<file path="config.mk">
export PLATFORM = sky130hd
export DESIGN_NAME = sram_16
export DESIGN_NICKNAME = d
export VERILOG_FILES = /design/src/hw/sram_16.sv
export SDC_FILE = /design/constraint.sdc
export NUM_CORES = 2
export LEC_CHECK = 0
export ABC_AREA = 0
export BUFFER_PORTS_ARGS = -buffer_cell sky130_fd_sc_hd__buf_4
export CELL_PAD_IN_SITES_DETAIL_PLACEMENT = 1
export CELL_PAD_IN_SITES_GLOBAL_PLACEMENT = 1
export CORE_AREA = 2 2 862 435
export CTS_CLUSTER_SIZE = 20
export DETAILED_ROUTE_END_ITERATION = 8
export DIE_AREA = 0 0 864 437
export GPL_TIMING_DRIVEN = 0
export PLACE_DENSITY_LB_ADDON = 0.1
export SYNTH_ARGS = -nofsm -noshare
export SYNTH_HDL_FRONTEND = slang
export SYNTH_SLANG_ARGS = --single-unit
</file>
<file path="constraint.sdc">
create_clock -name clk -period 3.1 [get_ports clk]
set_clock_uncertainty 0.15 [all_clocks]
set_input_delay 0.465 -clock clk [delete_from_list [all_inputs] [get_ports clk]]
set_output_delay 0.465 -clock clk [all_outputs]
set_load 0.05 [all_outputs]
</file>
<file path="src/hw/sram_16.sv">
`timescale 1ns/100ps

module sram_16 #(
	parameter int ADDR_W     = 8,
	parameter int CPU_DATA_W = 16
) (
	input  logic                  clk,
	input  logic                  we,
	input  logic [ADDR_W-1:0]     waddr,
	input  logic [CPU_DATA_W-1:0] wdata,
	input  logic [ADDR_W-1:0]     raddr,
	output logic [CPU_DATA_W-1:0] rdata
);

	logic [CPU_DATA_W-1:0] mem [2**ADDR_W];

	always_ff @(posedge clk) begin
		if (we) begin
			mem[waddr] <= wdata;
		end
	end

	// Asynchronous read port
	assign rdata = mem[raddr];

endmodule

</file>
Word-level counts from Yosys, hierarchy flattened
Memory sizes are Yosys's and may differ from the RTL's. Cells that the tools add are included.

Bits in registers: 0. RAM bits: 4096. Input port bits: 34. Output and inout bits: 16. Memories: 1.

Muxes and demuxes: 2.

Memories: mem (depth 256, width 16, read ports 1, clocked after Yosys merged registers in 0, wr ports 1, line 15) `logic [CPU_DATA_W-1:0] mem [2**ADDR_W];`.

Operator list (number): two-way mux 1 bit (2).

Logic depth before layout (Yosys ltp)
Depth after elaboration: 2. Depth in mapped cells: 12. Depth with buffers taken out: 6.

Worst setup path after synthesis
No wires, ideal clock.

Path kind: in2out. From: in raddr[0]. To: out rdata[11]. Arrival: 3.563 ns. Data required time: 2.485 ns. Setup slack: -1.078 ns. Cell stages on the path: 12. Buffers on the path: 6. Cells stage by stage: buf_6 buf_6 buf_8 buf_12 buf_12 buf_12 mux2i_1 o221ai_1 a21oi_1 o31ai_1 o32ai_1 nor4_1.

Word-level cells in the longest chain between the ends: 1.

RTL lines: start, declared (line 11) `input logic [ADDR_W-1:0] raddr,`; memory (256 x 16 bit); end, declared (line 12) `output logic [CPU_DATA_W-1:0] rdata`.

No other way between the ends.

Final worst setup path
From: in raddr[4]. To: out rdata[0].

The elaborated chain is that of the path after synthesis.

==> flow_metrics.tcl <==
set metrics [dict create \
    yosys.area.top_type "edfxtp_1" \
    post-route-period-util_pct 152.9 \
    synth_cell_types 51 \
    place_area_um2 171800 \
    cts_tree "yes" \
    crit_start "raddr[4]" \
    path_class "input pin to output pin" \
    ys_async_sr_fraction_pct 0 \
    cp-end-kind "output pin" \
    violations "negative setup slack" \
    area_growth_pct 19.90 \
    seqPwrFrac_pct 52.4 \
    synth-seq-area-share_pct 77.65 \
    final_area_um2 189900 \
    outcome "complete, but fails checks" \
    cts_buffer_depth 4 \
    hold_ws_ps 185.4 \
    hold_violations 0 \
    drive_gt1_share_pct 34.61 \
    power_frac_clock_pct 39.7 \
    top_regs "mem x4096" \
    fin_ws_ps -1641 \
    maxSlewHeadroom_pct 6.239 \
    io_pins 50 \
    p_switching_uw 27830 \
    die_x_um 864 \
    synth-edff-count 4096 \
    irDropWorstVdd_v 0.0005174 \
    worstPathRequired_ps 2480 \
    path_clk_slew_ps 60 \
    regArea_um2 123000 \
    drt-initial-drc-count 16750 \
    cpMaxStageDelayCell "a22oi_2" \
    netlist_area_um2 158400 \
    synthCells 7344 \
    htree_levels 5 \
    root_buffer "clkbuf_16" \
    crit_chain "clkbuf_2 > inv_1 > clkbuf_4 > clkbuf_8 > mux2i_1 > a22oi_2 > nand4_1 > nor4_4 > buf_6" \
    first_pass_iters 8 \
    cp-endpoint "rdata[0]" \
    combPwrFrac_pct 7.8 \
    hold_class "input pin to flop" \
    crit_path_start_kind "input pin" \
    vias_per_cell 6.538 \
    antenna_found_initial 58 \
    grt_max_degree 141 \
    final-setup-viol-count 452 \
    power_uw 116400 \
    multiInputGateArea_um2 36470 \
    crit_cells 9 \
    place.detailed.hpwl_um 441100 \
    synth_area_leaders "edfxtp_1, mux4_2, mux2i_1" \
    yosys_warnings 0 \
    fmax_ghz 0.2109 \
    largest_register_ffs 4096 \
    clock_sinks 4096 \
    grt_pass1_vias 83428 \
    swShare_pct 23.91 \
    final_util_pct 51.43 \
    powerDensity_nw_per_um2 613.1 \
    ys_seq_elements 4096 \
    track_usage_pct 31.91 \
    die_height_um 437 \
    initial_core_util_pct 42.89 \
    nets 8285 \
    rows 158 \
    avgSynthCellArea_um2 21.57 \
    grt_pass1_wl_um 799700 \
    cp_max_fo 10 \
    drcViolationCount 0 \
    cts-buffers-inserted 368 \
    core-area_um2 369300 \
    cp.buffers_inverters 5 \
    vias 88567 \
    power_leakage_uw 0.06005 \
    cap_violations 0 \
    finalMaxSlewViolations 0 \
    intPower_uw 88600 \
    layout_common_cells "edfxtp_1, mux4_2, mux2i_1, clkbuf_16, buf_8" \
    grt_overflow 0 \
    dp_slack_ps -3739 \
    yosysTopAreaCellShare_pct 77.65 \
    syn-num-nets 7378 \
    port_buffers 39 \
    regMostFlops "mem" \
    mostFrequentLayoutCell "edfxtp_1" \
    cp.arrival_ps 4130 \
    synth_flop_cell "edfxtp_1" \
    cpLargestDelayFamily "buffers and inverters" \
    cp_slowest_stage_delay_ps 850 \
    post_drt_wl_per_cell_um 45.30 \
    routabilityCongestion 1.130 \
    dieArea_um2 377600 \
    worst_slew_pin_slew_ps 1406 \
    drt-total-wl_um 613700 \
    n_fill_cell 32186 \
    antenna_left 0 \
    layout_min_cycle_time_ps 4741 \
    rsz0062_at_grt "true" \
]
stage by stage:
stage | cells | TNS (ps)
finish | 13546 | -62680
floorplan | 7344 | -2861
global route | 13526 | -38060
detailed placement | 12650 | -2746120
CTS | 13403 | -19840
global placement | 12343 | -
how the worst min path moves through the flow:
stage	startpoint	to	slack, ps	depth (start not counted)
after detailed placement	wdata[12]	mem[70][12]	670	1
after global routing	waddr[6]	mem[236][12]	150	3
final	waddr[1]	mem[27][15]	190	4
after floorplan	wdata[0]	mem[0][0]	410	0
after global placement	mem[216][4]	rdata[4]	1510	6
after CTS	waddr[1]	mem[27][13]	60	4
metal layers:
| metal | up-vias | track usage, % | share of wire [%] |
|---|---|---|---|
| li1 | 33187 | - | - |
| met4 | 18 | 5.958 | 2.0 |
| met3 | 638 | 20.68 | 19 |
| met5 | - | 0.8947 | 0.24 |
| met2 | 6143 | 35.83 | 35 |
| met1 | 48581 | 49.93 | 44 |
cell usage after synthesis, drive strengths merged (9+ instances only):
cell,n
nand4,26
nand2,38
mux4,797
and3,11
nor2b,9
o32ai,21
nor2,304
a21oi,175
nor4,18
a22o,32
mux2,88
nand3,35
o221ai,253
a22oi,43
mux2i,565
edfxtp,4096
buf,222
a221oi,28
o21ai,38
clkbuf,230
nor3,92
o22ai,148
o31ai,16
a211oi,18
power groups by stage:
stage / clock [uW] / combinational, uW / sequential, uW
after global routing: 48400 / 9190 / 61000
after detailed placement: 0 / 7740 / 62200
after CTS: 46500 / 8440 / 61000
after floorplan: 0 / 3280 / 62200
final: 46300 / 9130 / 61000
after global placement: 0 / 7320 / 62400
final cells by class:
| cell class | count | share of cell area, % |
|---|---|---|
| tap | 4960 | 3.268 |
| clock buffer | 447 | 5.117 |
| antenna | 46 | 0.06061 |
| inverter | 4 | 0.01384 |
| buffer | 449 | 2.429 |
| multi-input combinational | 2792 | 19.20 |
| sequential | 4096 | 64.76 |
| clock inverter | 212 | 0.9691 |
| timing repair buffer | 540 | 4.179 |
repair_timing:
action                                 4_1_cts  5_1_grt
endpoints found under the hold margin      926        0
gates cloned                                 2        3
setup endpoints to repair                  482      306
pin swaps                                   89       91
hold buffers                                16        0
resized for setup                          856      229
setup buffers                               77       96
logic make-up after synthesis:
family | count (synthesis) | synth area share (%)
compound gates | 786 | 3.544
buf+inv | 456 | 1.697
flops | 4096 | 77.65
mux | 1450 | 15.53
simple gates | 556 | 1.577
worst min-delay path: stages:
cell	delay, ps
clkbuf_1	230
nand4_1	170
buf_4	160
nor2_2	100
No activity file was read; power rests on OpenSTA's default activity.
